## src/debug_pkg.sv

```systemverilog
`default_nettype none

package debug_pkg;

	////////////////////////////////////////////////////////////////////////////
	// sizes
	////////////////////////////////////////////////////////////////////////////

	// datapath and instruction word
	localparam int data_w      = 32;
	localparam int num_regs    = 8;
	localparam int reg_w       = $clog2(num_regs);
	// 128 words of program memory
	localparam int imem_addr_w = 7;
	// short bit period for simulation
	localparam int clks_per_bit = 8;
	localparam int bit_cnt_w    = $clog2(clks_per_bit) + 1;
	// 8 regs, pc, cycle count
	localparam int dump_words   = 10;

	// opcodes
	localparam logic [5:0] op_add  = 6'h01;
	localparam logic [5:0] op_sub  = 6'h02;
	localparam logic [5:0] op_and  = 6'h03;
	localparam logic [5:0] op_or   = 6'h04;
	localparam logic [5:0] op_addi = 6'h08;
	localparam logic [5:0] op_halt = 6'h3f;

	// host command bytes, ascii
	localparam logic [7:0] cmd_load = 8'h4c;
	localparam logic [7:0] cmd_run  = 8'h52;
	localparam logic [7:0] cmd_step = 8'h53;

	// debug unit fsm codes
	localparam logic [2:0] st_idle      = 3'd0;
	localparam logic [2:0] st_get_count = 3'd1;
	localparam logic [2:0] st_get_bytes = 3'd2;
	localparam logic [2:0] st_run       = 3'd3;
	localparam logic [2:0] st_step      = 3'd4;
	localparam logic [2:0] st_dump      = 3'd5;

	////////////////////////////////////////////////////////////////////////////
	// instruction word, register form and immediate form
	////////////////////////////////////////////////////////////////////////////

	// opcode sits in the top six bits of both views
	typedef union packed {
		struct packed {
			logic [5:0]                          opcode;
			logic [reg_w-1:0]                    rd;
			logic [reg_w-1:0]                    rs;
			logic [reg_w-1:0]                    rt;
			logic [data_w-6-3*reg_w-1:0]         unused;
		} r_form;
		struct packed {
			logic [5:0]                          opcode;
			logic [reg_w-1:0]                    rd;
			logic [reg_w-1:0]                    rs;
			logic [data_w-6-2*reg_w-16-1:0]      pad;
			logic [15:0]                         imm;
		} i_form;
	} instr_t;

endpackage

`default_nettype wire
```

## src/debug_top.sv

```systemverilog
`timescale 1ns/1ps
`default_nettype none

module debug_top (
	input  logic clk,
	input  logic rst,
	input  logic rx,
	output logic tx
);
	import debug_pkg::*;

	// uart side
	logic [7:0] rx_data;
	logic       rx_done;
	logic [7:0] tx_data;
	logic       tx_start;
	logic       tx_busy;
	logic       tx_done;

	// core side
	logic                   imem_we;
	logic [imem_addr_w-1:0] imem_addr;
	logic [data_w-1:0]      imem_wdata;
	logic                   core_clear;
	logic                   run_en;
	logic [3:0]             dump_sel;
	logic                   halt;
	logic [data_w-1:0]      dump_word;

	uart_rx uart_rx_i (
		.clk     (clk),
		.rst     (rst),
		.rx      (rx),
		.rx_data (rx_data),
		.rx_done (rx_done)
	);

	uart_tx uart_tx_i (
		.clk      (clk),
		.rst      (rst),
		.tx_start (tx_start),
		.tx_data  (tx_data),
		.tx       (tx),
		.tx_busy  (tx_busy),
		.tx_done  (tx_done)
	);

	debug_unit debug_unit_i (
		.clk        (clk),
		.rst        (rst),
		.rx_data    (rx_data),
		.rx_done    (rx_done),
		.tx_busy    (tx_busy),
		.tx_done    (tx_done),
		.halt       (halt),
		.dump_word  (dump_word),
		.tx_data    (tx_data),
		.tx_start   (tx_start),
		.imem_we    (imem_we),
		.imem_addr  (imem_addr),
		.imem_wdata (imem_wdata),
		.core_clear (core_clear),
		.run_en     (run_en),
		.dump_sel   (dump_sel)
	);

	mips_lite_core core_i (
		.clk        (clk),
		.rst        (rst),
		.imem_we    (imem_we),
		.imem_addr  (imem_addr),
		.imem_wdata (imem_wdata),
		.core_clear (core_clear),
		.run_en     (run_en),
		.dump_sel   (dump_sel),
		.halt       (halt),
		.dump_word  (dump_word)
	);

endmodule

`default_nettype wire

```

## src/debug_unit.sv

```systemverilog
`timescale 1ns/1ps
`default_nettype none

module debug_unit (
	input  logic                             clk,
	input  logic                             rst,
	input  logic [7:0]                       rx_data,
	input  logic                             rx_done,
	input  logic                             tx_busy,
	input  logic                             tx_done,
	input  logic                             halt,
	input  logic [debug_pkg::data_w-1:0]      dump_word,
	output logic [7:0]                       tx_data,
	output logic                             tx_start,
	output logic                             imem_we,
	output logic [debug_pkg::imem_addr_w-1:0] imem_addr,
	output logic [debug_pkg::data_w-1:0]      imem_wdata,
	output logic                             core_clear,
	output logic                             run_en,
	output logic [3:0]                       dump_sel
);
	import debug_pkg::*;

	logic [2:0]  state;
	// program load
	logic [7:0]  words_left;
	logic [1:0]  byte_idx;
	logic [23:0] wbuf;
	// dump walk
	logic [1:0]  dump_byte;
	logic        tx_req;

	// run waits out the clear cycle, step is a single cycle
	assign run_en = ((state == st_run) && !core_clear) || (state == st_step);

	// little endian byte of the selected word
	assign tx_data = dump_word[{dump_byte, 3'b000} +: 8];

	////////////////////////////////////////////////////////////////////////////
	// command fsm
	////////////////////////////////////////////////////////////////////////////

	always_ff @(posedge clk) begin
		if (rst) begin
			state      <= st_idle;
			imem_we    <= 1'b0;
			imem_addr  <= '0;
			core_clear <= 1'b0;
			tx_start   <= 1'b0;
			tx_req     <= 1'b0;
			words_left <= '0;
			byte_idx   <= '0;
			dump_sel   <= '0;
			dump_byte  <= '0;
		end else begin
			// one cycle strobes
			imem_we    <= 1'b0;
			core_clear <= 1'b0;
			tx_start   <= 1'b0;
			// step address after each write
			if (imem_we)
				imem_addr <= imem_addr + 1'b1;

			case (state)
				st_idle: begin
					if (rx_done) begin
						case (rx_data)
							cmd_load: state <= st_get_count;
							cmd_run: begin
								core_clear <= 1'b1;
								state      <= st_run;
							end
							cmd_step: state <= st_step;
							// anything else is dropped
							default: state <= st_idle;
						endcase
					end
				end

				st_get_count: begin
					if (rx_done) begin
						imem_addr  <= '0;
						words_left <= rx_data;
						byte_idx   <= '0;
						if (rx_data == 8'd0) begin
							core_clear <= 1'b1;
							state      <= st_idle;
						end else begin
							state <= st_get_bytes;
						end
					end
				end

				st_get_bytes: begin
					if (rx_done) begin
						byte_idx <= byte_idx + 1'b1;
						// fourth byte completes the word
						if (byte_idx == 2'd3) begin
							imem_we    <= 1'b1;
							words_left <= words_left - 1'b1;
							if (words_left == 8'd1) begin
								core_clear <= 1'b1;
								state      <= st_idle;
							end
						end
					end
				end

				st_run: begin
					// halt from the cleared pc only
					if (!core_clear && halt) begin
						state     <= st_dump;
						tx_req    <= 1'b1;
						dump_sel  <= '0;
						dump_byte <= '0;
					end
				end

				st_step: begin
					state     <= st_dump;
					tx_req    <= 1'b1;
					dump_sel  <= '0;
					dump_byte <= '0;
				end

				st_dump: begin
					// launch pending byte once uart is free
					if (tx_req && !tx_busy) begin
						tx_start <= 1'b1;
						tx_req   <= 1'b0;
					end
					if (tx_done) begin
						if (dump_byte == 2'd3) begin
							dump_byte <= '0;
							if (dump_sel == 4'(dump_words - 1)) begin
								state <= st_idle;
							end else begin
								dump_sel <= dump_sel + 1'b1;
								tx_req   <= 1'b1;
							end
						end else begin
							dump_byte <= dump_byte + 1'b1;
							tx_req    <= 1'b1;
						end
					end
				end

				default: state <= st_idle;
			endcase
		end
	end

	////////////////////////////////////////////////////////////////////////////
	// word assembly
	////////////////////////////////////////////////////////////////////////////

	// first byte ends up lowest
	always_ff @(posedge clk) begin
		if (state == st_get_bytes && rx_done) begin
			wbuf       <= {rx_data, wbuf[23:8]};
			imem_wdata <= {rx_data, wbuf};
		end
	end

endmodule

`default_nettype wire

```

## src/mips_lite_core.sv

```systemverilog
`timescale 1ns/1ps
`default_nettype none

module mips_lite_core (
	input  logic                             clk,
	input  logic                             rst,
	input  logic                             imem_we,
	input  logic [debug_pkg::imem_addr_w-1:0] imem_addr,
	input  logic [debug_pkg::data_w-1:0]      imem_wdata,
	input  logic                             core_clear,
	input  logic                             run_en,
	input  logic [3:0]                       dump_sel,
	output logic                             halt,
	output logic [debug_pkg::data_w-1:0]      dump_word
);
	import debug_pkg::*;

	logic [data_w-1:0] imem [2**imem_addr_w];
	logic [data_w-1:0] regs [num_regs];
	logic [data_w-1:0] pc;
	logic [data_w-1:0] cycle_cnt;
	// halt already counted once
	logic              halt_seen;

	instr_t            instr;
	logic [data_w-1:0] rs_val;
	logic [data_w-1:0] rt_val;
	logic [data_w-1:0] imm_ext;
	logic [data_w-1:0] result;
	logic              wr_en;
	logic              exec;

	// program memory, host writes only
	always_ff @(posedge clk) begin
		if (imem_we)
			imem[imem_addr] <= imem_wdata;
	end

	////////////////////////////////////////////////////////////////////////////
	// fetch and decode
	////////////////////////////////////////////////////////////////////////////

	// async read, pc wraps over the memory
	assign instr = imem[pc[imem_addr_w-1:0]];
	assign halt  = (instr.r_form.opcode == op_halt);
	assign exec  = run_en && !halt;

	// source a is at the same spot in both forms
	assign rs_val  = regs[instr.r_form.rs];
	assign rt_val  = regs[instr.r_form.rt];
	assign imm_ext = {{(data_w - 16){instr.i_form.imm[15]}}, instr.i_form.imm};

	always_comb begin
		result = '0;
		wr_en  = 1'b0;
		case (instr.r_form.opcode)
			op_add: begin
				result = rs_val + rt_val;
				wr_en  = 1'b1;
			end
			op_sub: begin
				result = rs_val - rt_val;
				wr_en  = 1'b1;
			end
			op_and: begin
				result = rs_val & rt_val;
				wr_en  = 1'b1;
			end
			op_or: begin
				result = rs_val | rt_val;
				wr_en  = 1'b1;
			end
			op_addi: begin
				result = regs[instr.i_form.rs] + imm_ext;
				wr_en  = 1'b1;
			end
			// halt and unknown opcodes write nothing
			default: begin
				result = '0;
				wr_en  = 1'b0;
			end
		endcase
	end

	////////////////////////////////////////////////////////////////////////////
	// architectural state
	////////////////////////////////////////////////////////////////////////////

	// r0 is cleared and never written, so it reads zero
	always_ff @(posedge clk) begin
		if (rst || core_clear) begin
			for (int i = 0; i < num_regs; i++)
				regs[i] <= '0;
		end else if (exec && wr_en && instr.r_form.rd != '0) begin
			regs[instr.r_form.rd] <= result;
		end
	end

	// pc holds on halt, count takes the first halt fetch too
	always_ff @(posedge clk) begin
		if (rst || core_clear) begin
			pc        <= '0;
			cycle_cnt <= '0;
			halt_seen <= 1'b0;
		end else if (run_en) begin
			if (!halt) begin
				pc        <= pc + 1'b1;
				cycle_cnt <= cycle_cnt + 1'b1;
			end else if (!halt_seen) begin
				cycle_cnt <= cycle_cnt + 1'b1;
				halt_seen <= 1'b1;
			end
		end
	end

	// dump select, regs then pc then count
	always_comb begin
		if (dump_sel < 4'(num_regs))
			dump_word = regs[dump_sel[reg_w-1:0]];
		else if (dump_sel == 4'(num_regs))
			dump_word = pc;
		else if (dump_sel == 4'(num_regs + 1))
			dump_word = cycle_cnt;
		else
			dump_word = '0;
	end

endmodule

`default_nettype wire

```

## src/uart_tx.sv

```systemverilog
`timescale 1ns/1ps
`default_nettype none

module uart_tx (
	input  logic       clk,
	input  logic       rst,
	input  logic       tx_start,
	input  logic [7:0] tx_data,
	output logic       tx,
	output logic       tx_busy,
	output logic       tx_done
);
	import debug_pkg::*;

	// 0 start, 1..8 data, 9 stop
	logic [3:0]           bit_idx;
	logic [bit_cnt_w-1:0] cnt;
	// stop bit above the data byte
	logic [8:0]           shreg;
	logic                 bit_tick;

	assign bit_tick = (cnt == bit_cnt_w'(clks_per_bit - 1));

	always_ff @(posedge clk) begin
		if (rst) begin
			tx      <= 1'b1;
			tx_busy <= 1'b0;
			tx_done <= 1'b0;
			bit_idx <= '0;
			cnt     <= '0;
		end else begin
			tx_done <= 1'b0;
			if (!tx_busy) begin
				cnt     <= '0;
				bit_idx <= '0;
				if (tx_start) begin
					tx_busy <= 1'b1;
					// start bit
					tx <= 1'b0;
				end
			end else if (bit_tick) begin
				cnt <= '0;
				if (bit_idx == 4'd9) begin
					// end of stop bit, line already high
					tx_busy <= 1'b0;
					tx_done <= 1'b1;
				end else begin
					tx      <= shreg[0];
					bit_idx <= bit_idx + 1'b1;
				end
			end else begin
				cnt <= cnt + 1'b1;
			end
		end
	end

	// byte latched on start, shifted out lsb first
	always_ff @(posedge clk) begin
		if (!tx_busy && tx_start)
			shreg <= {1'b1, tx_data};
		else if (tx_busy && bit_tick && bit_idx != 4'd9)
			shreg <= {1'b1, shreg[8:1]};
	end

endmodule

`default_nettype wire

```

## src/uart_rx.sv

```systemverilog
`timescale 1ns/1ps
`default_nettype none

module uart_rx (
	input  logic       clk,
	input  logic       rst,
	input  logic       rx,
	output logic [7:0] rx_data,
	output logic       rx_done
);
	import debug_pkg::*;

	// two flop synchronizer
	logic rx_meta;
	logic rx_sync;

	// frame position, 0 start, 1..8 data, 9 stop
	logic                 busy;
	logic [3:0]           bit_idx;
	logic [bit_cnt_w-1:0] cnt;
	logic [7:0]           shreg;

	logic half_tick;
	logic bit_tick;
	logic sample_data;
	logic sample_stop;

	assign half_tick   = (cnt == bit_cnt_w'(clks_per_bit / 2 - 1));
	assign bit_tick    = (cnt == bit_cnt_w'(clks_per_bit - 1));
	assign sample_data = busy && (bit_idx != 4'd0) && (bit_idx != 4'd9) && bit_tick;
	assign sample_stop = busy && (bit_idx == 4'd9) && bit_tick;

	// line idles high
	always_ff @(posedge clk) begin
		if (rst) begin
			rx_meta <= 1'b1;
			rx_sync <= 1'b1;
		end else begin
			rx_meta <= rx;
			rx_sync <= rx_meta;
		end
	end

	////////////////////////////////////////////////////////////////////////////
	// bit timing
	////////////////////////////////////////////////////////////////////////////

	always_ff @(posedge clk) begin
		if (rst) begin
			busy    <= 1'b0;
			bit_idx <= '0;
			cnt     <= '0;
			rx_done <= 1'b0;
		end else begin
			rx_done <= 1'b0;
			if (!busy) begin
				cnt     <= '0;
				bit_idx <= '0;
				// falling edge, possible start bit
				if (!rx_sync)
					busy <= 1'b1;
			end else if (bit_idx == 4'd0) begin
				// recheck start at its middle
				if (half_tick) begin
					cnt <= '0;
					if (rx_sync)
						busy <= 1'b0;
					else
						bit_idx <= 4'd1;
				end else begin
					cnt <= cnt + 1'b1;
				end
			end else if (bit_tick) begin
				cnt <= '0;
				if (bit_idx == 4'd9) begin
					busy <= 1'b0;
					// bad stop bit, no strobe
					rx_done <= rx_sync;
				end else begin
					bit_idx <= bit_idx + 1'b1;
				end
			end else begin
				cnt <= cnt + 1'b1;
			end
		end
	end

	// lsb first, shift in from the top
	always_ff @(posedge clk) begin
		if (sample_data)
			shreg <= {rx_sync, shreg[7:1]};
		if (sample_stop && rx_sync)
			rx_data <= shreg;
	end

endmodule

`default_nettype wire

```

## config.mk

```make
export PLATFORM = sky130hd
export DESIGN_NAME = debug_top
export DESIGN_NICKNAME = d
export VERILOG_FILES = /design/src/debug_pkg.sv /design/src/debug_top.sv /design/src/debug_unit.sv /design/src/mips_lite_core.sv /design/src/uart_tx.sv /design/src/uart_rx.sv
export SDC_FILE = /design/constraint.sdc
export NUM_CORES = 2
export LEC_CHECK = 0
export BUFFER_PORTS_ARGS = -buffer_cell sky130_fd_sc_hd__clkbuf_2
export CAP_MARGIN = 20
export CORE_MARGIN = 1.5
export CORE_UTILIZATION = 30
export DETAILED_ROUTE_END_ITERATION = 8
export SYNTH_ARGS = -nofsm -noshare
export SYNTH_HDL_FRONTEND = slang
export SYNTH_MEMORY_MAX_BITS = 65536
export SYNTH_SLANG_ARGS = --single-unit
```

## constraint.sdc

```tcl
create_clock -name clk -period 9.6 [get_ports clk]
set_input_delay 1.44 -clock clk [delete_from_list [all_inputs] [get_ports clk]]
set_output_delay 1.44 -clock clk [all_outputs]
set_load 0.05 [all_outputs]
```

==> metrics.yaml <==
cp.required_ns: 10.44
crit_slowest_cell: "dfxtp_4"
min_to: "uart_rx_i.rx_data[0]"
synth.top_cell.area_share: 0.721
hold_viol: 0
cp_top_family: "compound AO/OA/AOI/OAI gates"
worst_setup_path_start_kind: "register"
multi_input_area_sq_um: 45800
antenna_found_initial: 24
synth_edf_count: 4280
slew_headroom: 0.225
yosys_most_used_dff: "edfxtp_1"
worst-path-max-fanout: 48
worst_pin_slew_ns: 1.16
maxSlewViolCount: 0
timing.hold.ws_ns: 0.437
min_path_cells: 0
critical_path_buf_inv_count: 7
cap_violations: 0
cts_buffers: 429
dr_wl_met2_microns: 243000
outcome: "completed"
port_buffers: 3
ant_nets: 0
placed_cell_area_sq_um: 190000
coreArea_sq_um: 591000
r2r-end: "core_i.regs[6][31]"
dpl.hpwl_microns: 277000
cts_tree: "yes"
clkSinkCount: 4408
final_util: 0.346
die_w_microns: 774
n_fill_cell: 54400
highest_layer: "met4"
grt_pass1_wl_microns: 695000
grt_start_max_net_pins: 130
drive_above_1_share: 0.274
min_period_ns: 9.28
wirelength_microns: 497000
clockBufferDepth: 4
peakVddDrop_mv: 0.177
clk_pin_slew_ns: 0.06
syn_area_per_cell_sq_um: 20.5
num_vias: 91600
grt-ovfl-total: 0
cts_hold_buf: 0
synth_top_area_cell: "edfxtp_1"
worstHoldPathType: "register to register"
ys_ff_latch: 4408
seqCellArea_sq_um: 131000
setup_violations: 0
drt-initial-drc-count: 11900
hp-start: "uart_rx_i.shreg[0]"
dr.pass1.iters: 7
drc: 0
first_global_vias: 92600
htree_levels: 5
cts_root_buf: "clkbuf_16"
grtUsageTotal: 0.160
vias_per_cell: 5.31
start_util: 0.302
synthToLayoutAreaGrowth_pct: 14.8
async_flop_share: 0
syn_area_sq_um: 178000
post_drt_wl_per_cell_microns: 28.8
ys_warn_count: 0
cp_data_arrival_time_ns: 10.12
dieArea_sq_um: 598000
reg2reg_depth: 33
synth_cell_types: 91
fin_nets: 9127
met1_length_microns: 191000
die_y_microns: 774
post-route-period-util: 0.966
max_freq_ghz: 0.108
wl_met3_microns: 43400
io_pins: 4
leakage_nw: 61.0
ys_seq_area_frac: 0.736
worstSkewPairLatency_ns: 1.05
design_area_sq_um: 205000
placementRows: 282
dp.cells: 16400
path_class: "register to register"
critPathCaptureType: "register"
skew_ns: 0.124
power_density_nw_per_um2: 185
syn_inst: 8680
gp_congestion: 0.909
reg2reg_slack_ns: 0.32
synthTopCellsByArea: "edfxtp_1 72%, mux4_2 16%, mux2i_1 1.7%"
critPathMaxStageDelay_ns: 0.72
final_cells: 17300
==> cell type report <==
class	instances	share of cell area
antenna	15	0.000184
timing repair buffer	423	0.0180
multi-input combinational	3755	0.224
tap	7810	0.0478
clock buffer	526	0.0550
sequential	4408	0.641
clock inverter	279	0.0131
inverter	55	0.00102
==> synthesized netlist by cell type, types with 8 or more instances <==
| library cell | number |
|---|---|
| edfxtp_1 | 4280 |
| mux4_2 | 1264 |
| nor2_1 | 509 |
| mux2i_1 | 306 |
| clkbuf_1 | 274 |
| a21oi_1 | 234 |
| nand2_1 | 217 |
| dfxtp_1 | 128 |
| a22oi_1 | 114 |
| nor2b_1 | 112 |
| buf_2 | 100 |
| mux2_2 | 95 |
| nand3_1 | 87 |
| o21ai_0 | 79 |
| buf_1 | 71 |
| xor2_1 | 63 |
| inv_1 | 53 |
| ha_1 | 51 |
| xnor2_1 | 46 |
| nor3_1 | 40 |
| a221oi_1 | 39 |
| and3_1 | 39 |
| a21o_1 | 35 |
| nand4_1 | 33 |
| buf_4 | 30 |
| a211oi_1 | 28 |
| o221ai_1 | 26 |
| and2_1 | 23 |
| or3_1 | 23 |
| nand2b_1 | 21 |
| a22o_1 | 18 |
| buf_6 | 17 |
| a222oi_1 | 13 |
| a31oi_1 | 13 |
| nor3b_1 | 12 |
| o211ai_1 | 12 |
| a41oi_1 | 11 |
| nor4_1 | 10 |
| a21oi_2 | 9 |
| o22ai_1 | 8 |
| o311ai_0 | 8 |
==> layout by cell type (no fill, tap or decap), types with 51 or more instances in the layout <==
cell type and instances:
edfxtp_1 4280, mux4_2 1264, clkbuf_16 435, nor2_1 382, buf_4 378, mux2i_1 306
a21oi_1 233, nand2_1 213, nor2_4 126, dfxtp_1 118, a22oi_1 114, nor2b_1 112
clkinv_1 108, mux2_2 95, clkinv_2 92, clkbuf_1 87, nand3_1 83, o21ai_0 79
xor2_1 63, inv_1 51, ha_1 51
==> power by group <==
group	leakage, nW	total [mW]	switching, mW	internal, mW
sequential	39.8	20.9	0.0395	20.8
combinational	14.4	0.234	0.145	0.0889
clock	6.78	16.7	7.31	9.41
==> metrics by stage <==
| step | power (mW) | setup TNS (ns) | worst slack, ns |
|---|---|---|---|
| finish | 37.8 | 0 | 0.324 |
| global placement | 21.5 | 0 | 0.229 |
| global route | 38.8 | -0.426 | -0.0765 |
| detailed placement | 21.5 | 0 | 0.219 |
| CTS | 38.1 | 0 | 0.183 |
| floorplan | 21.4 | 0 | 1.19 |
==> routing by layer <==
| metal | GRT usage | vias to the layer above |
|---|---|---|
| met5 | 0 | - |
| met1 | 0.208 | 49300 |
| li1 | - | 37000 |
| met2 | 0.268 | 4532 |
| met3 | 0.0299 | 849 |
| met4 | 0.0564 | 0 |
==> cells by family after synthesis <==
family,synth area share
AO/OA/AOI/OAI,0.0272
adder cells (fa/ha/maj),0.00369
XOR/XNOR,0.00536
multiplexers,0.183
AND/OR/NAND/NOR,0.0312
buffers and inverters,0.0137
other,0.0000211
flip-flops,0.736
==> sequential cells by signal (all words and copies together), names as in the netlist, 2 cells and up, named ones only <==
register                 count
core_i.cycle_cnt            32
core_i.imem               3968
core_i.pc                   32
core_i.regs                256
debug_unit_i.byte_idx        2
debug_unit_i.dump_byte       2
debug_unit_i.dump_sel        4
debug_unit_i.imem_addr       7
debug_unit_i.imem_wdata      9
debug_unit_i.state           3
debug_unit_i.wbuf           23
debug_unit_i.words_left      8
uart_rx_i.bit_idx            4
uart_rx_i.cnt                4
uart_rx_i.rx_data            8
uart_rx_i.shreg              8
uart_tx_i.bit_idx            4
uart_tx_i.cnt                4
uart_tx_i.shreg              8
==> repair_timing <==
| action | in CTS | in global routing |
|---|---|---|
| endpoints found under the setup margin | 0 | 77 |
| setup buffers | 0 | 4 |
| gates resized for setup | 0 | 11 |
| hold endpoints to repair | 0 | 0 |
==> worst max-delay path by stage <==
stage / startpoint / end / slack, ns / cells after the start
floorplan: register / core_i.regs[1][31] / 1.19 / 32
global placement: register / core_i.regs[7][31] / 0.23 / 30
detailed placement: register / core_i.regs[6][31] / 0.22 / 33
CTS: register / core_i.regs[6][31] / 0.18 / 33
global route: register / core_i.regs[7][31] / -0.08 / 33
finish: register / core_i.regs[6][31] / 0.32 / 33
Power figures use the tool's default switching activity.
